**config.mk**
```make
export PLATFORM = sky130hd
export DESIGN_NAME = reg_file
export DESIGN_NICKNAME = d
export VERILOG_FILES = /design/src/source/rv_pkg.sv /design/src/source/reg_file.sv
export SDC_FILE = /design/constraint.sdc
export NUM_CORES = 2
export LEC_CHECK = 0
export BUFFER_PORTS_ARGS = -buffer_cell sky130_fd_sc_hd__buf_2
export CORE_MARGIN = 2
export CORE_UTILIZATION = 25
export DETAILED_ROUTE_END_ITERATION = 8
export GPL_TIMING_DRIVEN = 0
export PLACE_DENSITY = 0.39
export SYNTH_ARGS = -nofsm -noshare
export SYNTH_HDL_FRONTEND = slang
export SYNTH_SLANG_ARGS = --single-unit
```
**constraint.sdc**
```tcl
create_clock -name clock -period 10.35 [get_ports clock]
set_input_delay 1.5525 -clock clock [delete_from_list [all_inputs] [get_ports clock]]
set_output_delay 1.5525 -clock clock [all_outputs]
set_load 0.01 [all_outputs]
```
**src/source/rv_pkg.sv**
```systemverilog
// Shared widths, RV64I encodings and the decode and retire structs; import into each RTL module.
package rv_pkg;

  localparam int XLEN = 64;

  typedef logic [4:0]      reg_idx_t;
  typedef logic [XLEN-1:0] word_t;
  typedef logic [31:0]     inst_t;

  // Major opcode, instruction bits 6 to 2.
  typedef enum logic [4:0] {
    OPC_OP_IMM = 5'b00100,
    OPC_AUIPC  = 5'b00101,
    OPC_BRANCH = 5'b11000,
    OPC_JALR   = 5'b11001,
    OPC_JAL    = 5'b11011
  } opcode_e;

  // OP_IMM funct3.
  localparam logic [2:0] F3_ADDI  = 3'b000;
  localparam logic [2:0] F3_SLTI  = 3'b010;
  localparam logic [2:0] F3_SLTIU = 3'b011;

  // BRANCH funct3.
  localparam logic [2:0] F3_BEQ  = 3'b000;
  localparam logic [2:0] F3_BNE  = 3'b001;
  localparam logic [2:0] F3_BLT  = 3'b100;
  localparam logic [2:0] F3_BGE  = 3'b101;
  localparam logic [2:0] F3_BLTU = 3'b110;
  localparam logic [2:0] F3_BGEU = 3'b111;

  // Operation carried out by the execute stage.
  typedef enum logic [2:0] {
    EXE_NONE   = 3'd0,
    EXE_ADD    = 3'd1,
    EXE_SLT    = 3'd2,
    EXE_SLTU   = 3'd3,
    EXE_JAL    = 3'd4,
    EXE_JALR   = 3'd5,
    EXE_BRANCH = 3'd6
  } exe_op_e;

  typedef struct packed {
    exe_op_e    op;
    logic [2:0] funct3;
    reg_idx_t   rs1;
    reg_idx_t   rs2;
    reg_idx_t   rd;
    word_t      imm;
    logic       writes_rd;
    logic       illegal;
  } decoded_t;

  // One record per retired instruction.
  typedef struct packed {
    word_t    pc;
    word_t    next_pc;
    reg_idx_t rd;
    word_t    rd_data;
    logic     rd_we;
    logic     jumped;
    logic     illegal;
  } retire_t;

endpackage
```
**src/source/reg_file.sv**
```systemverilog
// Integer register file with two combinational read ports and one clocked write port.
module reg_file (
  input  logic             clock,
  input  logic             rst,
  input  rv_pkg::reg_idx_t rs1,
  input  rv_pkg::reg_idx_t rs2,
  output rv_pkg::word_t    rs1_data,
  output rv_pkg::word_t    rs2_data,
  input  logic             we,
  input  rv_pkg::reg_idx_t rd,
  input  rv_pkg::word_t    rd_data
);
  import rv_pkg::*;

  // x0 has no storage.
  word_t regs [1:31];

  always_ff @(posedge clock) begin
    if (rst) begin
      for (int i = 1; i < 32; i++) begin
        regs[i] <= '0;
      end
    end else if (we) begin
      regs[rd] <= rd_data;
    end
  end

  assign rs1_data = (rs1 == '0) ? '0 : regs[rs1];
  assign rs2_data = (rs2 == '0) ? '0 : regs[rs2];

endmodule

```
Word-level counts from Yosys, hierarchy flattened --
Memory sizes are Yosys's and may differ from the RTL's. Cells that the tools add are included.
Storage, ports and cells: bits in registers 0, bits of input ports 82, logic and storage cells 14, output and inout bits 128, RAM bits 1984, memories kept 1
Memories:
- regs | words 31, width 64, rd ports 2, clocked after memory_dff 0, write ports 31, line reg_file.sv:16 | word_t regs [1:31];
Operators by class: reduce and logical (&&, ||, !) cells 3, mux-type cells 10
Operators by type and width (count):
- $mux 64 | 3
- $reduce_or 64->1 | 1
- $logic_not 5->1 | 2
- $mux 1 | 6
- $mux 5 | 1

Depth between registers and ports, before layout --
depth after elaboration 5, gate-level depth with buffers 10, depth with buffers taken out 4

Least setup slack after synthesis --
OpenSTA, ideal clock, no wires.
path type input-to-reg, start input port rd[0], end memory regs[0][0] in the netlist's numbering (enable), path buffers 1, data required time 9.864 ns, stages on the path 4, arrival time 4.732 ns, slack 5.132 ns, library setup time 0.486 ns, cells stage by stage nor3b_1 nand2b_1 clkbuf_1 nor2_1
RTL lines:
- from (decl) | line reg_file.sv:10 | input rv_pkg::reg_idx_t rd,
- to (decl) | line reg_file.sv:16

Worst setup path in the final report --
start input port rs1[2], end output port rs1_data[10]
Between the ends: cells in the longest elaborated chain, start to end 2, elaborated cells between the ends (all ways) 3, those cells by class mux (1); reduce/logical (1); memory (1)
RTL lines:
- from (decl) | line reg_file.sv:5 | input rv_pkg::reg_idx_t rs1,
- $mem_v2 31x64 / $logic_not 5->1 (equally long branches)
- $mux 64 (*) | line reg_file.sv:28 | assign rs1_data = (rs1 == '0) ? '0 : regs[rs1];
- to (decl) | line reg_file.sv:7 | output rv_pkg::word_t rs1_data,
Every way passes the cells marked *; elsewhere a longest branch is shown, timed or not.

==> results.toml <==
[worst_setup_path]
crit_arrival_ns = 6.31
crit_required_ns = 8.80
crit_path_end_kind = "output pin"
startpoint_type = "primary input"
path_max_fanout = 10
critPathKind = "primary input to output pin"
startpoint = "rs1[2]"

[finish]
largest_reg_flops = 2048
postLayoutCoreUtil_pct = 29.1
nets = 7455
top_register = "regs"
largest_registers = "regs x2048"
area_growth_pct = 15.9
postLayoutCellArea_um2 = 125000
drive_gt1_share_pct = 26.0

[floorplan]
core_um2 = 431000
die_area_um2 = 438000
die_h_um = 662
num_rows = 241
io_pins = 210
start_util_pct = 25.1
die_x_um = 662

[global_route]
grt.total_usage_pct = 25.1
grt_first_pass_wirelength_um = 719000
grt_pass1_vias = 71642
grt_max_degree = 41
grt-ovfl-total = 0
antenna_found_initial = 120

[clock_network]
numCtsBuffers = 241
cts_hold_buf = 0
cts.repair.resized = 0
cts_buffer_depth = 4
cts-root-buf = "clkbuf_16"
cts_setup_buffers = 0
clk_pin_slew_worst_paths_ns = 0.06
clock-sinks = 2048
cts.htree.levels = 4
cts_tree = "yes"

[drt]
routedWlPerCell_um = 41.9
ant_nets = 0
drc = 0
totalWireLength_um = 559000
first_pass_iters = 5
drt-vias-per-instance = 5.35
dr_total_vias = 71358
dr.first_iter.drc_count = 9914

[timing]
hold_viol = 0
slew_violations = 181
setup_violations = 0
maxSlewHeadroom_pct = -8.79
rsz0062_at_grt = "false"
period_needed_ns = 7.86
fmax_ghz = 0.127
worst_slew_pin_slew_ns = 1.63
fin_tns_setup_ns = 0
final.period_utilization_pct = 75.9

[pwr]
ir_drop_mv = 0.138
swShare_pct = 28.0
p_int_mw = 15.3
p_leak_nw = 42.2
p_comb_share_pct = 14.2
p_per_area_nw_per_um2 = 169
p_sw_mw = 5.95
clock_power_share_pct = 39.8
pwr-share-seq_pct = 46.1
finalPower_mw = 21.2

[logic_synthesis]
syn_area_um2 = 108000
ys_ff_latch = 2048
yosys-top-cells-area = "edfxtp_1 (57%), mux4_2 (21%), and2_1 (12%)"
synth_largest_area_cell = "edfxtp_1"
synth_top_area_share_pct = 56.9
synth.distinct_cells = 49
syn-num-nets = 6949
synth_most_common_cell = "edfxtp_1"
yosys_warnings = 0
synthTopCellsByCount = "edfxtp_1 (2,048), and2_1 (1,989), mux4_2 (1,000)"
yosysSeqAreaShare_pct = 56.9
netlist_instances = 6867
async_flop_share_pct = 0
syn-mean-instance-area_um2 = 15.8
synth-main-ff-cell = "edfxtp_1"
synth_edf_count = 2048

[placed_design]
place_area_um2 = 118000
dp_hpwl_um = 406000
gp_congestion = 0.882
place.port_buffers = 202

[outcome]
violations = "capacitance limit, slew limit"
status = "complete, but fails checks"

[job]
drv_cap = 21

[worst_hold_path]
holdCritPathClass = "primary input to register"
hp-start = "rd_data[9]"
## path summary, 6_finish.rpt
| path | endpoint | slack, ns | cells past startpoint |
|---|---|---|---|
| worst max-delay path | rs1_data[10] | 2.49 | 8 |
| worst min-delay path | regs[0][9]$_DFFE_PP_ | 0.82 | 1 |
## layout by cell type, fill, tap and decap left out, drive strengths merged, types with 51 or more instances in the layout
cell type	instances
a21o	51
a22oi	68
and2	1989
buf	475
clkbuf	875
clkinv	105
diode	53
edfxtp	2048
mux2	123
mux2i	230
mux4	1000
nand2	68
nor2	65
o22ai	69
## power groups by stage
| stage | clock, mW | sequential, mW | combinational [mW] |
|---|---|---|---|
| global route | 8.76 | 9.82 | 3.06 |
| detailed placement | 0 | 9.94 | 3.02 |
| finish | 8.43 | 9.77 | 3.01 |
| floorplan | 0 | 9.86 | 1.49 |
| global placement | 0 | 9.94 | 2.94 |
| CTS | 8.49 | 9.77 | 3.02 |
## routing by layer
| layer | GRT usage, % | routed length, um | vias up |
|---|---|---|---|
| met5 | 0 | 179 | - |
| met4 | 12.7 | 31700 | 28 |
| met3 | 4.21 | 40400 | 829 |
| met2 | 39.7 | 257000 | 3774 |
| met1 | 33.1 | 229000 | 39015 |
| li1 | - | - | 27712 |
## layout make-up
type / instances / area, um2
Antenna cell: 53 / 133
Buffer: 775 / 3460
Clock buffer: 312 / 6450
Clock inverter: 124 / 885
Fill cell: 43097 / 306000
Inverter: 2 / 7.51
Multi-Input combinational cell: 4042 / 43400
Sequential cell: 2048 / 61500
Tap cell: 5710 / 7140
Timing Repair Buffer: 263 / 2440
## metrics by stage
stage                     setup slack, ns  hold slack (ns)  instances
after floorplan                      5.13             1.65       6867
after global placement             -0.408             1.78      12779
after detailed placement             2.47             1.79      12839
after CTS                            2.47            0.769      13275
after global routing                 2.65            0.823      13301
final                                2.49            0.820      13329
## cells by family after synthesis
logic type | count (synthesis) | share of synthesized area (%)
buffers and inverters | 777 | 3.14
AND/OR/NAND/NOR | 2283 | 12.9
AO/OA/AOI/OAI | 406 | 2.90
multiplexers | 1353 | 24.2
flip-flops | 2048 | 56.9
## critical path, stage by stage
cell      delay, ns
buf_2          0.20
buf_2          0.56
buf_1          0.97
nand3b_1       0.83
o221ai_1       0.46
a221oi_1       0.23
nor4_1         1.19
buf_2          0.30
Power figures use the tool's default switching activity.
