--- src/source/rv_pkg.sv ---
// Shared widths, RV64I encodings and the decode and retire structs; import into each RTL module.
package rv_pkg;

  localparam int XLEN = 64;

  typedef logic [4:0]      reg_idx_t;
  typedef logic [XLEN-1:0] word_t;
  typedef logic [31:0]     inst_t;

  // Major opcode, instruction bits 6 to 2.
  typedef enum logic [4:0] {
    OPC_OP_IMM = 5'b00100,
    OPC_AUIPC  = 5'b00101,
    OPC_BRANCH = 5'b11000,
    OPC_JALR   = 5'b11001,
    OPC_JAL    = 5'b11011
  } opcode_e;

  // OP_IMM funct3.
  localparam logic [2:0] F3_ADDI  = 3'b000;
  localparam logic [2:0] F3_SLTI  = 3'b010;
  localparam logic [2:0] F3_SLTIU = 3'b011;

  // BRANCH funct3.
  localparam logic [2:0] F3_BEQ  = 3'b000;
  localparam logic [2:0] F3_BNE  = 3'b001;
  localparam logic [2:0] F3_BLT  = 3'b100;
  localparam logic [2:0] F3_BGE  = 3'b101;
  localparam logic [2:0] F3_BLTU = 3'b110;
  localparam logic [2:0] F3_BGEU = 3'b111;

  // Operation carried out by the execute stage.
  typedef enum logic [2:0] {
    EXE_NONE   = 3'd0,
    EXE_ADD    = 3'd1,
    EXE_SLT    = 3'd2,
    EXE_SLTU   = 3'd3,
    EXE_JAL    = 3'd4,
    EXE_JALR   = 3'd5,
    EXE_BRANCH = 3'd6
  } exe_op_e;

  typedef struct packed {
    exe_op_e    op;
    logic [2:0] funct3;
    reg_idx_t   rs1;
    reg_idx_t   rs2;
    reg_idx_t   rd;
    word_t      imm;
    logic       writes_rd;
    logic       illegal;
  } decoded_t;

  // One record per retired instruction.
  typedef struct packed {
    word_t    pc;
    word_t    next_pc;
    reg_idx_t rd;
    word_t    rd_data;
    logic     rd_we;
    logic     jumped;
    logic     illegal;
  } retire_t;

endpackage
--- src/source/pc_unit.sv ---
// Program counter register; starts at the reset vector and steps on each instruction strobe.
module pc_unit #(
  parameter rv_pkg::word_t RESET_PC = 64'h8000_0000
) (
  input  logic          clock,
  input  logic          rst,
  input  logic          inst_valid,
  input  logic          pc_jmp,
  input  rv_pkg::word_t pc_jmpaddr,
  output rv_pkg::word_t pc,
  output rv_pkg::word_t pc_next
);
  import rv_pkg::*;

  // Taken jump, else the sequential address.
  assign pc_next = pc_jmp ? pc_jmpaddr : pc + word_t'(4);

  always_ff @(posedge clock) begin
    if (rst) begin
      pc <= RESET_PC;
    end else if (inst_valid) begin
      pc <= pc_next;
    end
  end

endmodule

--- config.mk ---
export PLATFORM = sky130hd
export DESIGN_NAME = pc_unit
export DESIGN_NICKNAME = d
export VERILOG_FILES = /design/src/source/rv_pkg.sv /design/src/source/pc_unit.sv
export SDC_FILE = /design/constraint.sdc
export NUM_CORES = 1
export LEC_CHECK = 0
export BUFFER_PORTS_ARGS = -buffer_cell sky130_fd_sc_hd__buf_2
export CORE_MARGIN = 2
export CORE_UTILIZATION = 54
export DETAILED_ROUTE_END_ITERATION = 10
export PLACE_DENSITY_LB_ADDON = 0.25
export SETUP_SLACK_MARGIN = 0.4
export SLEW_MARGIN = 20
export SYNTH_ARGS = -nofsm -noshare
export SYNTH_HDL_FRONTEND = slang
export SYNTH_SLANG_ARGS = --single-unit
--- constraint.sdc ---
create_clock -name clock -period 4.55 [get_ports clock]
set_input_delay 0.455 -clock clock [delete_from_list [all_inputs] [get_ports clock]]
set_output_delay 0.455 -clock clock [all_outputs]
set_load 0.01 [all_outputs]
---- Word level (Yosys, flattened, before mapping) ----
Index checks and enable logic that the tools add are counted.
storage, ports and cells
  flip-flop bits (word level) ............. 64
  word-level logic and storage cells ...... 3
  output and inout port bits .............. 128
  input port bits ......................... 68
cells by class
  mux-type cells .......................... 1
  add/sub/neg operators ................... 1
operators by type and width
  kind                                           number
  adder 64 x 3 -> 64 bit, second input constant  1
  two-way mux 64 bit                             1

---- Longest topological paths before layout ----
  word-level depth ........................ 2
  gate-level depth with buffers ........... 9
  gate-level depth less buffers ........... 7

---- Worst setup path after synthesis ----
OpenSTA, ideal clock, no wires.
  kind .................................... register to output
  from .................................... register pc[11]
  to ...................................... output port pc_next[27]
  data required time ...................... 4.095 ns
  arrival time ............................ 2.464 ns
  cell stages (with the launch flop) ...... 9
  setup slack ............................. 1.631 ns
  buffers on the path ..................... 3
  path through ............................ dfxtp_1 > buf_2 > nand4_4 > or4_1 > buf_2 > or4_4 > buf_6 > xor2_1 > o21ai_0
on the way
  cells in the longest elaborated chain, start to end .. 2
RTL lines
  element                 line           text
  start, declared         pc_unit.sv:10  output rv_pkg::word_t pc,
  start signal, assigned  pc_unit.sv:22  pc <= pc_next;
  adder 64 x 3 -> 64 bit  pc_unit.sv:16  assign pc_next = pc_jmp ? pc_jmpaddr : pc + word_t'(4);
  two-way mux 64 bit      pc_unit.sv:16
  end, declared           pc_unit.sv:11  output rv_pkg::word_t pc_next
No other way between the ends.

---- Worst setup path in the final report ----
  from .................................... register pc[2]
  to ...................................... output port pc_next[62]
Same word-level chain as after synthesis.

==> key figures <==
Setup path
  • Worst-path cell chain: ha_1 -> nand4_1 -> nor3_1 -> nand4b_1 -> nor4b_1 -> xnor2_1 -> o21ai_0 -> buf_2
  • Critical Path Max Stage Delay: about 0.7 ns
  • Worst Setup Path Type: reg -> out
  • CP max-delay cell: nor4b_1
  • WP buf/inv: 1
  • Critical path arrival: roughly 3.5 ns
  • Critical path capture point type: output port
  • WP data required: about 4 ns
  • Cell family with most CP delay: simple AND/OR/NAND/NOR gates
  • Worst-path fanout max: 7
  • CP Launch Type: register
  • R2r setup slk: between 1 and 1.5 ns

Route
  • Drt pass-1 iters: 5
  • Routed wl met2: between 8000 and 9000 µm
  • Drt drc: 0
  • DR vias/cell: 6.348
  • Highest routed layer: met4
  • Antenna violation net count after detailed routing: 0
  • Met3 wire length: approximately 1800 µm
  • Wl on met1: roughly 7000 µm
  • Post-DR wirelength/cell: around 17 µm
  • Detailed-route wire length: around 18000 µm
  • DR vias: 6526
  • Iter 0 DRT Violations: ~560

Synth
  • Syn avg cell area: 6.947 µm²
  • Top-count cell post-synth: nand2_1
  • Register area share after synthesis: 0.2459
  • Post-Synth Simple-Gate Area: 0.3362
  • Largest family of logic cells by synthesized area: simple AND/OR/NAND/NOR gates
  • Post-synthesis instance area: approximately 5200 µm²
  • Share of the synthesized area in the top cell type: 0.2459
  • Compound-Gate Fraction of Synth Area: 0.2514
  • Dominant cells by area after synthesis: dfxtp_1, nand2_1, o21ai_0, xnor2_1, nor2_1
  • Top_reg_cell synth: dfxtp_1
  • Post-synth EDFFs: 0
  • Mux share of post-synthesis cell area: 0.01801
  • Synth Warn #: 0
  • Synth cell types: 56
  • Synth Register Bits: 64
  • Top cells by count, synth: nand2_1, o21ai_0, nor2_1
  • FFs w/ async S/R, synth: 0
  • Synthesized instance count: 750
  • Post-synthesis adder-cell area fraction: 0.002402
  • Post-synth net total: about 820
  • XOR/XNOR share of the synthesized area: 0.09078
  • Most area-hungry cell type in the Yosys netlist: dfxtp_1

CTS
  • CTS Buffer Depth: 2
  • Post-CTS setup buffer count: 0
  • Clk slew on worst S/H paths: around 0.070 ns
  • H-tree depth: 3
  • Root Driver: clkbuf_8
  • PostCTS Resize Cnt: 0
  • Hold_buf cts: 0
  • TritonCTS clock tree: built
  • Clock sink total: 64
  • Number of CTS-inserted buffers: 9
  • Clock Latency Late Sink: 0.35 ns

Floorplanning
  • Initial Util: 0.5612
  • Core Area: ~9300 µm²
  • Die footprint: about 10000 µm²
  • Chip Width: 102.2 µm
  • IO Count: a little under 200
  • Site Rows: 35
  • Die height: 102.2 µm

Timing
  • RSZ-0062 raised after global routing: no
  • Endpoints failing setup: 0
  • Sum Neg Setup Slack: 0 ns
  • Fin crit share: 0.8647
  • Final setup margin: ~0.62 ns
  • F_max: around 250 MHz
  • Hold Worst Slack: 0.3909 ns
  • Clock Skew: around 0.0064 ns
  • Worst slew pin tran: between 1 and 1.5 ns
  • Min Tclk post-route: 3.935 ns
  • Final Slew Violations: 0
  • Hold violation total from the final report: 0
  • Slew Limit Headroom: 0.3285

Final layout
  • ANT cells: 0
  • Largest Register: pc
  • Max reg flops: 64
  • Final Non-Filler Cells: ~1000
  • Biggest regs: pc x64
  • Layout cells sized above 1: 0.2603
  • Layout Utilization: 0.6825
  • Fin nets: about 960
  • Synth-to-Final Area Change: 21.61%
  • Final instance area: around 6300 µm²

Power and ir drop
  • Max VDD drop: roughly 0.2 mV
  • Final Power: ~1.5 mW
  • Cell area power density: 243.4 nW/µm²
  • Lkg Pwr: around 2.5 nW

Global routing
  • Vias in the first global route: about 5600
  • Initial antenna violation count: 0
  • Global-route wire length before repair: between 20000 and 30000 µm
  • Pin count of the biggest net entering global routing: ~120
  • Global-route usage over all layers: 0.3312
  • Gr ovfl total: 0

Placed design
  • IO Port Bufs: just under 200
  • Dpl cells: a little over 1000
  • DP Wirelength: 12760 µm
  • Placement Cell Area: between 6000 and 7000 µm²
  • Dpl ws: 1.120 ns
  • RePlAce Congestion: 0.9709

Min path
  • Min-Delay Path Class: in -> reg

Run
  • Max cap viols: 0

Run status
  • Status: completed
cell families after synthesis:
logic type      count (synthesis)
flops                          64
fa+ha+maj                       1
mux                             9
buf+inv                        71
xor+xnor                       54
compound gates                203
simple gates                  348
worst reg2reg max path, stage by stage, from the launching register on:
cell      delay, ns
dfxtp_1        0.49
nand4_1        0.24
nor4_1         0.62
nand4b_1       0.65
or3_1          0.58
or3_1          0.36
a31oi_1        0.18
cell type report:
type,instances,area [µm²]
clock inverter,2,35.03
tap,129,161.4
timing repair buffer,201,1023
fill,863,2948
clock buffer,14,182.7
sequential,64,1281
inverter,3,11.26
multi-input combinational,615,3641
path summary, 6_finish.rpt:
check	startpoint	endpoint	cells after the start
max	pc[2]	pc_next[62]	8
min	pc_jmpaddr[36]	pc[36]	3
max reg2reg	pc[31]	pc[61]	6
min reg2reg	pc[0]	pc[0]	2
placed cells by master (no fill, tap or decap), drive strengths merged, types with 23 or more instances in the layout:
| cell type | n |
|---|---|
| nand2 | 119 |
| nand4 | 23 |
| xor2 | 23 |
| xnor2 | 31 |
| o21ai | 75 |
| nor2 | 67 |
| dfxtp | 64 |
| buf | 201 |
| a22oi | 33 |
| nand3 | 44 |
where the power goes:
part | switching [mW] | internal [mW] | total (mW)
Clock | 0.231 | 0.313 | 0.543
Sequential | 0.0647 | 0.592 | 0.657
Combinational | 0.199 | 0.143 | 0.342
Total | 0.494 | 1.05 | 1.54
routing by layer:
metal	track usage	up-vias
met2	0.5471	429
met1	0.4351	3008
met3	0.05814	41
met5	0	-
met4	0.1200	0
li1	-	3048
No activity file was read; power rests on OpenSTA's default activity.
