[config.mk]
export PLATFORM = sky130hd
export DESIGN_NAME = exe_stage
export DESIGN_NICKNAME = d
export VERILOG_FILES = /design/src/source/rv_pkg.sv /design/src/source/exe_stage.sv
export SDC_FILE = /design/constraint.sdc
export NUM_CORES = 1
export LEC_CHECK = 0
export ABC_CLOCK_PERIOD_IN_PS = 5650
export BUFFER_PORTS_ARGS = -buffer_cell sky130_fd_sc_hd__buf_4
export CAP_MARGIN = 0
export CELL_PAD_IN_SITES_DETAIL_PLACEMENT = 0
export CELL_PAD_IN_SITES_GLOBAL_PLACEMENT = 1
export CORE_MARGIN = 5
export CORE_UTILIZATION = 37
export DETAILED_ROUTE_END_ITERATION = 8
export GPL_TIMING_DRIVEN = 0
export PLACE_DENSITY = 0.89
export SLEW_MARGIN = 40
export SYNTH_ARGS = -nofsm -noshare
export SYNTH_HDL_FRONTEND = slang
export SYNTH_SLANG_ARGS = --single-unit
[constraint.sdc]
create_clock -name vclk -period 5.65
set_clock_uncertainty 0.05 [all_clocks]
set_input_delay 0.565 -clock vclk [all_inputs]
set_output_delay 0.565 -clock vclk [all_outputs]
set_load 0.02 [all_outputs]
[src/source/rv_pkg.sv]
// Shared widths, RV64I encodings and the decode and retire structs; import into each RTL module.
package rv_pkg;

  localparam int XLEN = 64;

  typedef logic [4:0]      reg_idx_t;
  typedef logic [XLEN-1:0] word_t;
  typedef logic [31:0]     inst_t;

  // Major opcode, instruction bits 6 to 2.
  typedef enum logic [4:0] {
    OPC_OP_IMM = 5'b00100,
    OPC_AUIPC  = 5'b00101,
    OPC_BRANCH = 5'b11000,
    OPC_JALR   = 5'b11001,
    OPC_JAL    = 5'b11011
  } opcode_e;

  // OP_IMM funct3.
  localparam logic [2:0] F3_ADDI  = 3'b000;
  localparam logic [2:0] F3_SLTI  = 3'b010;
  localparam logic [2:0] F3_SLTIU = 3'b011;

  // BRANCH funct3.
  localparam logic [2:0] F3_BEQ  = 3'b000;
  localparam logic [2:0] F3_BNE  = 3'b001;
  localparam logic [2:0] F3_BLT  = 3'b100;
  localparam logic [2:0] F3_BGE  = 3'b101;
  localparam logic [2:0] F3_BLTU = 3'b110;
  localparam logic [2:0] F3_BGEU = 3'b111;

  // Operation carried out by the execute stage.
  typedef enum logic [2:0] {
    EXE_NONE   = 3'd0,
    EXE_ADD    = 3'd1,
    EXE_SLT    = 3'd2,
    EXE_SLTU   = 3'd3,
    EXE_JAL    = 3'd4,
    EXE_JALR   = 3'd5,
    EXE_BRANCH = 3'd6
  } exe_op_e;

  typedef struct packed {
    exe_op_e    op;
    logic [2:0] funct3;
    reg_idx_t   rs1;
    reg_idx_t   rs2;
    reg_idx_t   rd;
    word_t      imm;
    logic       writes_rd;
    logic       illegal;
  } decoded_t;

  // One record per retired instruction.
  typedef struct packed {
    word_t    pc;
    word_t    next_pc;
    reg_idx_t rd;
    word_t    rd_data;
    logic     rd_we;
    logic     jumped;
    logic     illegal;
  } retire_t;

endpackage
[src/source/exe_stage.sv]
// Combinational execute stage; produces the write-back value, jump decision and jump target.
module exe_stage (
  input  rv_pkg::exe_op_e op,
  input  logic [2:0]      funct3,
  input  rv_pkg::word_t   op1,
  input  rv_pkg::word_t   op2,
  input  rv_pkg::word_t   t1,
  output rv_pkg::word_t   rd_data,
  output logic            pc_jmp,
  output rv_pkg::word_t   pc_jmpaddr
);
  import rv_pkg::*;

  word_t sum;
  logic  eq;
  logic  lt_s;
  logic  lt_u;
  logic  br_taken;

  assign sum  = op1 + op2;
  assign eq   = (op1 == op2);
  assign lt_s = ($signed(op1) < $signed(op2));
  assign lt_u = (op1 < op2);

  always_comb begin
    case (op)
      EXE_ADD:  rd_data = sum;
      EXE_SLT:  rd_data = word_t'(lt_s);
      EXE_SLTU: rd_data = word_t'(lt_u);
      EXE_JAL:  rd_data = op1;
      EXE_JALR: rd_data = t1;
      default:  rd_data = '0;
    endcase
  end

  // Branch compare.
  always_comb begin
    case (funct3)
      F3_BEQ:  br_taken = eq;
      F3_BNE:  br_taken = !eq;
      F3_BLT:  br_taken = lt_s;
      F3_BGE:  br_taken = !lt_s;
      F3_BLTU: br_taken = lt_u;
      F3_BGEU: br_taken = !lt_u;
      default: br_taken = 1'b0;
    endcase
  end

  always_comb begin
    case (op)
      EXE_JAL,
      EXE_JALR:   pc_jmp = 1'b1;
      EXE_BRANCH: pc_jmp = br_taken;
      default:    pc_jmp = 1'b0;
    endcase
  end

  always_comb begin
    case (op)
      EXE_JAL:    pc_jmpaddr = op2;
      // Bit 0 of the JALR target is dropped.
      EXE_JALR:   pc_jmpaddr = {sum[XLEN-1:1], 1'b0};
      EXE_BRANCH: pc_jmpaddr = t1;
      default:    pc_jmpaddr = '0;
    endcase
  end

endmodule

Word level (Yosys, flattened, before mapping)
Index checks and enable logic that the tools add are counted.

storage, ports and cells
  logic and storage cells = 24
  register bits = 0
  bits of input ports = 198

cells by class
  mux-type cells = 4
  add/sub/neg operators = 1
  reduce and logical (&&, ||, !) cells = 5
  $lt $le $gt $ge = 2
  eq/ne operators = 12

operators with widths
  operator                                              number
  one-hot mux 64 bit (5 select lines)                   1
  one-hot mux 64 bit (3 select lines)                   1
  less-than comparator 64 bit                           2
  adder 64 bit                                          1
  equality test 64 bit                                  1
  equality test 3 bit (second input constant)           7
  equality test 3 x 1 -> 1 bit (second input constant)  2
  equality test 3 x 2 -> 1 bit (second input constant)  2
  one-hot mux 1 bit (6 select lines)                    1
  logical NOT 1 bit                                     3
  logical NOT 3 bit                                     1
  one-hot mux 1 bit (2 select lines)                    1
  OR reduction 2 bit                                    1

Longest topological paths before layout
  depth after elaboration = 4
  depth in mapped cells = 14

Least setup slack after synthesis
No wires, ideal clock.

  path type = input-to-output
  from = input port op1[0]
  to = output port rd_data[52]
  cell stages on the path = 13
  slack = 1.394 ns
  data required time = 5.035 ns
  data arrival time = 3.641 ns
  path through = ha_1 > fa_1 > nor2b_1 > o311ai_4 > a31oi_1 > a221oi_1 > nand2_1 > a41oi_2 > o21bai_1 > or2_1 > a21oi_1 > xnor2_1 > a211oi_1

between the ends
  longest elaborated chain between the ends = 2

ends and longest elaborated chain
  element                              RTL line         source
  start, declared                      exe_stage.sv:5   input rv_pkg::word_t op1,
  adder 64 bit                         exe_stage.sv:20  assign sum = op1 + op2;
  one-hot mux 64 bit (5 select lines)  exe_stage.sv:26  case (op)
  end, declared                        exe_stage.sv:8   output rv_pkg::word_t rd_data,

No other way between the ends.

Worst setup path in the final report
Ends and elaborated chain as after synthesis.

==> results.md <==
* Post-synthesis share of cell area spent on and, or, nand and nor gates at 21.7%
* Number of nets in the synthesized netlist at 1625
* Maximum fanout along the worst path at 4
* Tcrit/Tclk final at approximately 88%
* Drt first pass iters at 5
* Met3 routed wirelength at 3560 um
* Pin count of the biggest net entering global routing at 11
* Setup slack of the critical path after layout at 687 ps
* DP HPWL at 34000 um
* Count of unresolved DRC violations after routing at 0
* Largest family of logic cells by synthesized area: compound AO/OA/AOI/OAI gates
* Netlist area before placement at 8210 um2
* CP arrival at ~4400 ps
* Number of cells upsized or downsized after cts at 0
* Aggregate negative setup slack at 0 ps
* Area contributors post-synth: ha_1, a21oi_1, nor2_1
* Post-layout instance count excluding filler cells at 1905
* Average via count per standard cell at between 5 and 6
* Ant. Diodes at 0
* Sequential fraction of the synthesis area at 0%
* Critical Path Source Type: primary input
* Classification of the worst setup path: primary input to output pin
* Worst-case setup slack after placement at 716 ps
* Avg Synthesized Cell Area at ~6.3 um2
* Post-synthesis adder-cell area fraction at 19.7%
* Count of distinct cell types in the synthesized netlist at 68
* Global-route wire length before repair at approximately 64000 um
* Slew Limit Headroom at a little under two fifths
* Top cell type's share of synthesized area at 19.5%
* I/O pin count at 327
* Data required time at the worst endpoint at 5040 ps
* RD Place Congestion at 0.987
* Post-CTS setup buffers at 0
* Peak supply drop at 0.0450 mV
* Total routing resource utilization after global routing at 30.8%
* Dpl cells at 1904
* Final setup violating endpoints at 0
* Number of global-route vias before repair at about 11k
* Kind of cell adding the most delay to the critical path: compound AO/OA/AOI/OAI gates
* Antenna violations before repair at 0
* Initial Utilization at between 30 and 40%
* Area added between synthesis and finish at 34.4%
* Drt total wl at 42400 um
* Highest cell delay on the worst timing path at 400 ps
* CTS Hold Buffers Added at 0
* Cell repeated most along the worst path: buf_4
* Compound-gate portion of the synthesized area at 38.8%
* Clock Buffer Count at 0
* Fraction of final layout cells with drive strength greater than 1 at 22.2%
* Routed vias at 11.3k
* Final hold slack at 1420 ps
* Number of sequential cells in the layout at 0
* Count of maximum capacitance violations at 0
* Highest layer used for signal routing: met4
* Vertical extent of the die at 159 um
* Number of instances in the synthesized netlist at ~1.3k
* Multiplexer fraction of the synthesized cell area at under 10%
* Count of synthesis-stage warnings from yosys at 0
* Overflow after GRT at 0
* Leakage component of the power at around 5 nW
* Core region area at 21800 um2
* Slowest cell on crit path: fa_1
* Sequential Area at 0 um2
* Buf+Inv Stages, Crit Path at 2
* Class of the tightest hold or removal check: primary input to output pin
* Number of nets in the layout at 1954
* Achievable Freq at 0.201 GHz
* Average wire per cell in the routed design at around 22 um
* Cell row count at between 50 and 60
* Status: completed
* Floorplan die area at 25300 um2
* Met2 layer wire length in the routed design at 19800 um
* Synth area leader: ha_1
* RSZ-0062 raised after global routing: no
* Power per cell area at between 100 and 150 nW/um2
* Critical-path cell list: buf_4 -> ha_1 -> fa_1 -> nor2b_1 -> o311ai_4 -> a31oi_1 -> a221oi_1 -> nand2_1 -> a41oi_2 -> o21bai_1 -> or2_1 -> a21oi_1 -> xnor2_1 -> a211oi_1 -> buf_4
* Crit end category: output pin
* Post-route minimum period at 4960 ps
* Number of antenna-violating nets in the routed design at 0
* Detailed-routing wirelength on met1 at about 17000 um
* Xor/xnor share of the synthesized area at under 10%
* Drt first-iter violations at 1076
* Measured slew at the worst slew-check pin at 939 ps
* Hold violation count in the final report at 0
* Number of port buffers at 326
* Die Wd at 159 um
* Number of max-slew violations in the final report at 0
[layout make-up]
cell class,instances,area (um2)
inverters,129,484
fillers,2344,10800
multi-input cells,1094,7440
well taps,280,350
repair buffers,327,2460
plain buffers,75,297
[report_power, final]
group	switching, mW	internal, mW
clock	0	0
combinational	0.764	0.481
sequential	0	0
[metal layers]
layer  up-vias  track usage, %
met2       532            52.8
met1      5365            40.0
met4         0            9.27
li1       5355               -
met3        90            4.25
met5         -               0
[path summary, 6_finish.rpt]
path              startpoint              to  slack, ps  cells past startpoint
setup / recovery      op1[0]     rd_data[52]        690                     15
hold / removal        t1[18]  pc_jmpaddr[18]       1420                      4
[cell usage in the layout (no fill, tap or decap), types with 18 or more instances in the layout]
| master | Yosys | final |
|---|---|---|
| o21ai_0 | 71 | 71 |
| xnor2_1 | 60 | 60 |
| nor4_1 | 22 | 22 |
| nand2_1 | 36 | 36 |
| nand4_1 | 25 | 25 |
| nor3_1 | 23 | 23 |
| a21oi_1 | 162 | 162 |
| nor2_1 | 210 | 210 |
| mux2i_1 | 28 | 28 |
| clkbuf_1 | 68 | 60 |
| nor2b_1 | 18 | 18 |
| a22oi_1 | 99 | 99 |
| o21bai_1 | 37 | 37 |
| inv_1 | 128 | 128 |
| o22a_1 | 18 | 18 |
| ha_1 | 128 | 128 |
| buf_4 | 0 | 326 |
[stage by stage]
| stage | utilization [%] | total power, mW | area, um2 |
|---|---|---|---|
| 2_1_floorplan | - | 0.728 | 8210 |
| 3_3_place_gp | 50.5 | 1.22 | 11000 |
| 3_5_place_dp | 50.5 | 1.22 | 11000 |
| 4_1_cts | 50.5 | 1.23 | 11000 |
| 5_1_grt | 50.6 | 1.34 | 11000 |
| 6_report | 50.6 | 1.24 | 11000 |
[synthesized netlist by cell type, drive strengths merged, types with 4 or more instances]
cell type and number:
a21boi 7, a21oi 163, a221oi 6, a22oi 100
a31oi 4, buf 7, clkbuf 68, ha 128
inv 128, mux2i 28, nand2 37, nand2b 7
nand3 17, nand4 25, nor2 210, nor2b 18
nor3 25, nor4 24, o211ai 7, o21a 11
o21ai 76, o21bai 37, o22a 18, o22ai 9
o31ai 14, o41ai 5, or2 4, or3 9
or4 4, xnor2 60, xor2 6
[cells by family (layout without fill, tap and decap cells)]
family / count (synthesis) / count (layout)
adder cells (fa/ha/maj): 129 / 129
XOR/XNOR: 66 / 66
AO/OA/AOI/OAI: 486 / 486
AND/OR/NAND/NOR: 385 / 385
buffers and inverters: 204 / 531
multiplexers: 28 / 28
Power figures use the tool's default switching activity.
