**config.mk**
```make
export PLATFORM = sky130hd
export DESIGN_NAME = inst_decode
export DESIGN_NICKNAME = d
export VERILOG_FILES = /design/src/source/rv_pkg.sv /design/src/source/inst_decode.sv
export SDC_FILE = /design/constraint.sdc
export NUM_CORES = 1
export LEC_CHECK = 0
export BUFFER_PORTS_ARGS = -buffer_cell sky130_fd_sc_hd__buf_2
export CAP_MARGIN = 20
export CELL_PAD_IN_SITES_DETAIL_PLACEMENT = 0
export CELL_PAD_IN_SITES_GLOBAL_PLACEMENT = 1
export CORE_MARGIN = 2
export CORE_UTILIZATION = 24
export DETAILED_ROUTE_END_ITERATION = 10
export GPL_TIMING_DRIVEN = 0
export PLACE_DENSITY_LB_ADDON = 0.05
export SETUP_SLACK_MARGIN = 0.1
export SYNTH_ARGS = -nofsm -noshare
export SYNTH_HDL_FRONTEND = slang
export SYNTH_SLANG_ARGS = --single-unit
```
**constraint.sdc**
```tcl
create_clock -name vclk -period 1.9
set_input_delay 0.19 -clock vclk [all_inputs]
set_output_delay 0.19 -clock vclk [all_outputs]
set_load 0.03 [all_outputs]
```
**src/source/rv_pkg.sv**
```systemverilog
// Shared widths, RV64I encodings and the decode and retire structs; import into each RTL module.
package rv_pkg;

  localparam int XLEN = 64;

  typedef logic [4:0]      reg_idx_t;
  typedef logic [XLEN-1:0] word_t;
  typedef logic [31:0]     inst_t;

  // Major opcode, instruction bits 6 to 2.
  typedef enum logic [4:0] {
    OPC_OP_IMM = 5'b00100,
    OPC_AUIPC  = 5'b00101,
    OPC_BRANCH = 5'b11000,
    OPC_JALR   = 5'b11001,
    OPC_JAL    = 5'b11011
  } opcode_e;

  // OP_IMM funct3.
  localparam logic [2:0] F3_ADDI  = 3'b000;
  localparam logic [2:0] F3_SLTI  = 3'b010;
  localparam logic [2:0] F3_SLTIU = 3'b011;

  // BRANCH funct3.
  localparam logic [2:0] F3_BEQ  = 3'b000;
  localparam logic [2:0] F3_BNE  = 3'b001;
  localparam logic [2:0] F3_BLT  = 3'b100;
  localparam logic [2:0] F3_BGE  = 3'b101;
  localparam logic [2:0] F3_BLTU = 3'b110;
  localparam logic [2:0] F3_BGEU = 3'b111;

  // Operation carried out by the execute stage.
  typedef enum logic [2:0] {
    EXE_NONE   = 3'd0,
    EXE_ADD    = 3'd1,
    EXE_SLT    = 3'd2,
    EXE_SLTU   = 3'd3,
    EXE_JAL    = 3'd4,
    EXE_JALR   = 3'd5,
    EXE_BRANCH = 3'd6
  } exe_op_e;

  typedef struct packed {
    exe_op_e    op;
    logic [2:0] funct3;
    reg_idx_t   rs1;
    reg_idx_t   rs2;
    reg_idx_t   rd;
    word_t      imm;
    logic       writes_rd;
    logic       illegal;
  } decoded_t;

  // One record per retired instruction.
  typedef struct packed {
    word_t    pc;
    word_t    next_pc;
    reg_idx_t rd;
    word_t    rd_data;
    logic     rd_we;
    logic     jumped;
    logic     illegal;
  } retire_t;

endpackage
```
**src/source/inst_decode.sv**
```systemverilog
// Combinational RV64I decoder; splits an instruction word into indices, immediate and controls.
module inst_decode (
  input  rv_pkg::inst_t    inst,
  output rv_pkg::decoded_t dec
);
  import rv_pkg::*;

  opcode_e    opcode;
  logic [2:0] funct3;
  word_t      imm_i;
  word_t      imm_u;
  word_t      imm_j;
  word_t      imm_b;

  assign opcode = opcode_e'(inst[6:2]);
  assign funct3 = inst[14:12];

  // Immediates, all sign-extended from bit 31.
  assign imm_i = {{(XLEN-12){inst[31]}}, inst[31:20]};
  assign imm_u = {{(XLEN-32){inst[31]}}, inst[31:12], 12'b0};
  assign imm_j = {{(XLEN-20){inst[31]}}, inst[19:12], inst[20], inst[30:21], 1'b0};
  assign imm_b = {{(XLEN-12){inst[31]}}, inst[7], inst[30:25], inst[11:8], 1'b0};

  always_comb begin
    dec           = '0;
    dec.op        = EXE_NONE;
    dec.funct3    = funct3;
    dec.rs1       = inst[19:15];
    dec.rs2       = inst[24:20];
    dec.rd        = inst[11:7];
    dec.imm       = imm_i;
    dec.writes_rd = 1'b0;
    dec.illegal   = 1'b0;

    // Compressed encodings are not supported.
    if (inst[1:0] != 2'b11) begin
      dec.illegal = 1'b1;
    end else begin
      case (opcode)
        OPC_AUIPC: begin
          dec.op        = EXE_ADD;
          dec.imm       = imm_u;
          dec.writes_rd = 1'b1;
        end
        OPC_OP_IMM: begin
          dec.writes_rd = 1'b1;
          case (funct3)
            F3_ADDI:  dec.op = EXE_ADD;
            F3_SLTI:  dec.op = EXE_SLT;
            F3_SLTIU: dec.op = EXE_SLTU;
            default: begin
              dec.writes_rd = 1'b0;
              dec.illegal   = 1'b1;
            end
          endcase
        end
        OPC_JAL: begin
          dec.op        = EXE_JAL;
          dec.imm       = imm_j;
          dec.writes_rd = 1'b1;
        end
        OPC_JALR: begin
          if (funct3 == 3'b000) begin
            dec.op        = EXE_JALR;
            dec.writes_rd = 1'b1;
          end else begin
            dec.illegal = 1'b1;
          end
        end
        OPC_BRANCH: begin
          dec.imm = imm_b;
          case (funct3)
            F3_BEQ, F3_BNE, F3_BLT, F3_BGE, F3_BLTU, F3_BGEU: begin
              dec.op = EXE_BRANCH;
            end
            default: dec.illegal = 1'b1;
          endcase
        end
        default: dec.illegal = 1'b1;
      endcase
    end
  end

endmodule

```
* Word-level counts from Yosys, hierarchy flattened *
Index checks and enable logic that the tools add are counted.

storage, ports and cells
  register bits after elaboration = 0
  latch bits = 0
  bits in writable memories = 0
  memory bits (read-only) = 0
  word-level logic and storage cells = 31
  memories kept = 0

operators by class
  add/sub/neg operators = 0
  $mul = 0
  divide/modulo/power cells = 0
  order comparisons = 0
  eq/ne operators = 13
  shifts and indexed selects = 0
  mux-type cells = 14
  bitwise logic cells = 0
  reductions and logical operators = 4

operators by type and width
  kind                                                                   count
  31-bit one-hot mux with 3 select lines                                 1
  32-bit two-way mux                                                     1
  5-bit equality test, second input constant                             3
  3-bit one-hot mux with 5 select lines                                  1
  3-bit equality test, second input constant                             4
  5-bit by 3-bit equality test with 1-bit output, second input constant  2
  3-bit two-way mux                                                      3
  3-bit by 2-bit equality test with 1-bit output, second input constant  2
  2-bit one-hot mux with 3 select lines                                  1
  6-bit OR reduction                                                     1
  1-bit two-way mux                                                      4
  1-bit one-hot mux with 4 select lines                                  1
  3-bit by 1-bit equality test with 1-bit output, second input constant  1
  3-bit zero test                                                        1
  1-bit one-hot mux with 3 select lines                                  1
  3-bit OR reduction                                                     1
  2-bit two-way mux                                                      1
  2-bit != test, second input constant                                   1
  2-bit OR reduction                                                     1

* Logic depth before layout (Yosys ltp) *
  depth in word-level cells = 5
  mapped depth = 6

* Worst setup path before layout *
No wires, ideal clock.

  path kind = input port to output port
  from = in inst[6]
  to = out dec[84] in the netlist's numbering
  arrival time = 1,669 ps
  path slack = 41 ps
  cell stages on the path = 6
  path buffers = 2
  cells stage by stage = nor4b_2 -> buf_6 -> and2_4 -> buf_6 -> a31oi_1 -> a21boi_0

RTL lines
  what         line              RTL
  from (decl)  inst_decode.sv:3  input rv_pkg::inst_t inst,
  to (decl)    inst_decode.sv:4  output rv_pkg::decoded_t dec

==> impl_results.rst <==
.. list-table::
   :header-rows: 1

   * - Metric
     - Value
   * - VDD IR-drop max
     - 0.0912 mV
   * - Count of vias placed by the detailed router
     - 1348
   * - Number of filler cells placed in the layout
     - 492
   * - Number of port buffers
     - 119
   * - Instance area after placement
     - 1710 sq um
   * - Number of antenna violations at the first check in global routing
     - 0
   * - Non-Filler Cell Area, Final
     - 1780 sq um
   * - Aggregate global-route resource usage
     - 0.124
   * - Synthesized area per cell
     - 7.21 sq um
   * - Sequential fraction of the synthesis area
     - 0
   * - Final routed DRC violation total
     - 0
   * - Cell chain of the critical path
     - buf_2 -> nor4b_4 -> buf_6 -> and2_4 -> buf_6 -> o31a_4 -> a21oi_1 -> buf_2
   * - Detailed placement HPWL
     - 2820 um
   * - Most common cell after layout, fill and taps aside
     - sky130_fd_sc_hd__buf_2
   * - Final hold viol count
     - 0
   * - Delay of the slowest cell on the worst path
     - 0.36 ns
   * - Synthesis-to-finish area growth
     - 69.0%
   * - DR vias/cell
     - 4.21
   * - Flip-flop and latch area
     - 0 sq um
   * - Antenna cells
     - 0
   * - Starting density of the core
     - 0.245
   * - Portion of the clock cycle consumed by the worst path in the final layout
     - 0.915
   * - Shortest clock period the worst path allows after layout
     - 1.74 ns
   * - Antenna-violating nets left
     - 0
   * - Data arrival at the endpoint of the critical path
     - 1.55 ns
   * - Number of nets in the final layout
     - 302
   * - Hold slack
     - 0.733 ns
   * - Synthesized instance count
     - 146
   * - Worst Max-Slew Pin Slew
     - 0.450 ns
   * - Setup violators final
     - 0
   * - Layout clock buffers
     - 0
   * - Vias in the first global route
     - 1069
   * - Leakage power
     - 1.07 nW
   * - Max_slew headroom
     - 0.700
   * - Wire length of the first global-routing pass
     - 5290 um
   * - IO Pins
     - 119
   * - Critical path class
     - in2out
   * - Seq Cell Count
     - 0
   * - Unrepaired setup endpoints after global routing
     - true
   * - Post-synth design cell area
     - 1050 sq um
   * - Overall die width
     - 70.2 um
   * - Area inside the core boundary
     - 4290 sq um
   * - Critical Path Fanout Max
     - 7
   * - Overflow after GRT
     - 0
   * - Req. time, crit path
     - 1.71 ns
   * - DR iter-0 viols
     - 33
   * - Leading cell types in the layout, fill and taps excluded
     - sky130_fd_sc_hd__buf_2, sky130_fd_sc_hd__buf_4, sky130_fd_sc_hd__nand2_1, sky130_fd_sc_hd__a21oi_1, sky130_fd_sc_hd__a41o_1
   * - Total wire length after detailed routing
     - 3440 um
   * - Yosys cell types
     - 39
   * - Die ar.
     - 4930 sq um
   * - Number of nets in the synthesized netlist
     - 178
   * - Outcome
     - finished clean
   * - 1st-pass router iterations
     - 4
   * - Final RePlAce weighted congestion
     - 0.747
   * - Number of max-slew violations in the final report
     - 0
   * - Yosys warns
     - 0
   * - Maximum number of pins on one net before global-route repair
     - 37
   * - Crit path capture type
     - primary output
   * - Total power density per cell area
     - 304 nW/um^2
   * - Die height
     - 70.2 um
   * - Critical path startpoint category
     - input pin
   * - Critical-path top delay cell
     - sky130_fd_sc_hd__o31a_4
   * - Max-capacitance violation count
     - 0
   * - Std-Cell Rows
     - 24
   * - Routed wire per std cell
     - 10.8 um
   * - Worst hold path class
     - in2out
   * - Maximum achievable frequency
     - 575 MHz
   * - Hold Buf Count CTS
     - 0
   * - Fraction of layout instances using a drive strength above 1
     - 0.720
## cell usage after synthesis, drive strengths merged, types with 2 or more instances
cell	count	area (sq um)
nand2	9	33.8
and3	3	20.0
nor3	5	25.0
o21a	2	15.0
a21o	8	62.6
a41o	8	80.1
a22o	5	45.0
a31oi	2	27.5
a21oi	8	40.0
and2	3	21.3
o21ai	4	20.0
clkbuf	2	7.51
nor2b	7	43.8
nor4b	2	23.8
nor2	5	21.3
inv	3	11.3
buf	58	438
## final cells by class
class	instances	area [sq um]	share of cell area
inverters	3	11.3	0.00633
repair buffers	122	648	0.365
multi-input cells	83	604	0.340
plain buffers	60	449	0.253
well taps	52	65.1	0.0366
## per-stage QoR
step,utilization,setup TNS [ns],power [mW],setup slack [ns],std cells
after floorplan,-,0,0.374,0.102,146
after global placement,0.399,-0.357,0.534,-0.0931,317
after detailed placement,0.399,-0.382,0.532,-0.103,317
after CTS,0.399,0,0.533,0.113,317
after global routing,0.414,0,0.576,0.0897,320
final,0.414,0,0.540,0.162,320
## worst max-delay path: cells and delay by family
kind | cells | cell delay [ns]
compound gates | 2 | 0.49
buf+inv | 4 | 0.58
simple gates | 2 | 0.28
## path summary, 6_finish.rpt
kind	start	to	slack, ns	cells past startpoint
worst min-delay path	inst[16]	dec[77]	0.73	3
worst max-delay path	inst[4]	dec[23]	0.16	8
## repair_timing
action,in CTS,in global routing
gates resized for setup,1,17
hold endpoints to repair,0,0
endpoints found under the setup margin,4,23
setup buffers,0,3
pin swaps,0,2
## layer usage
| metal | GRT usage | wire (um) | vias up |
|---|---|---|---|
| met5 | 0 | 0 | - |
| met4 | 0 | 0 | 0 |
| met3 | 0.0159 | 273 | 0 |
| met2 | 0.226 | 1650 | 61 |
| met1 | 0.166 | 1520 | 569 |
| li1 | - | - | 718 |
## where the power goes
part           internal [mW]  switching [mW]
clock                      0               0
sequential                 0               0
combinational          0.209           0.331
total                  0.209           0.331
## logic make-up after synthesis
logic type	count (synthesis)	share of synthesized area
xor+xnor	1	0.00832
compound gates	42	0.326
buf+inv	63	0.434
simple gates	39	0.222
mux	1	0.00951
Power figures use the tool's default switching activity.
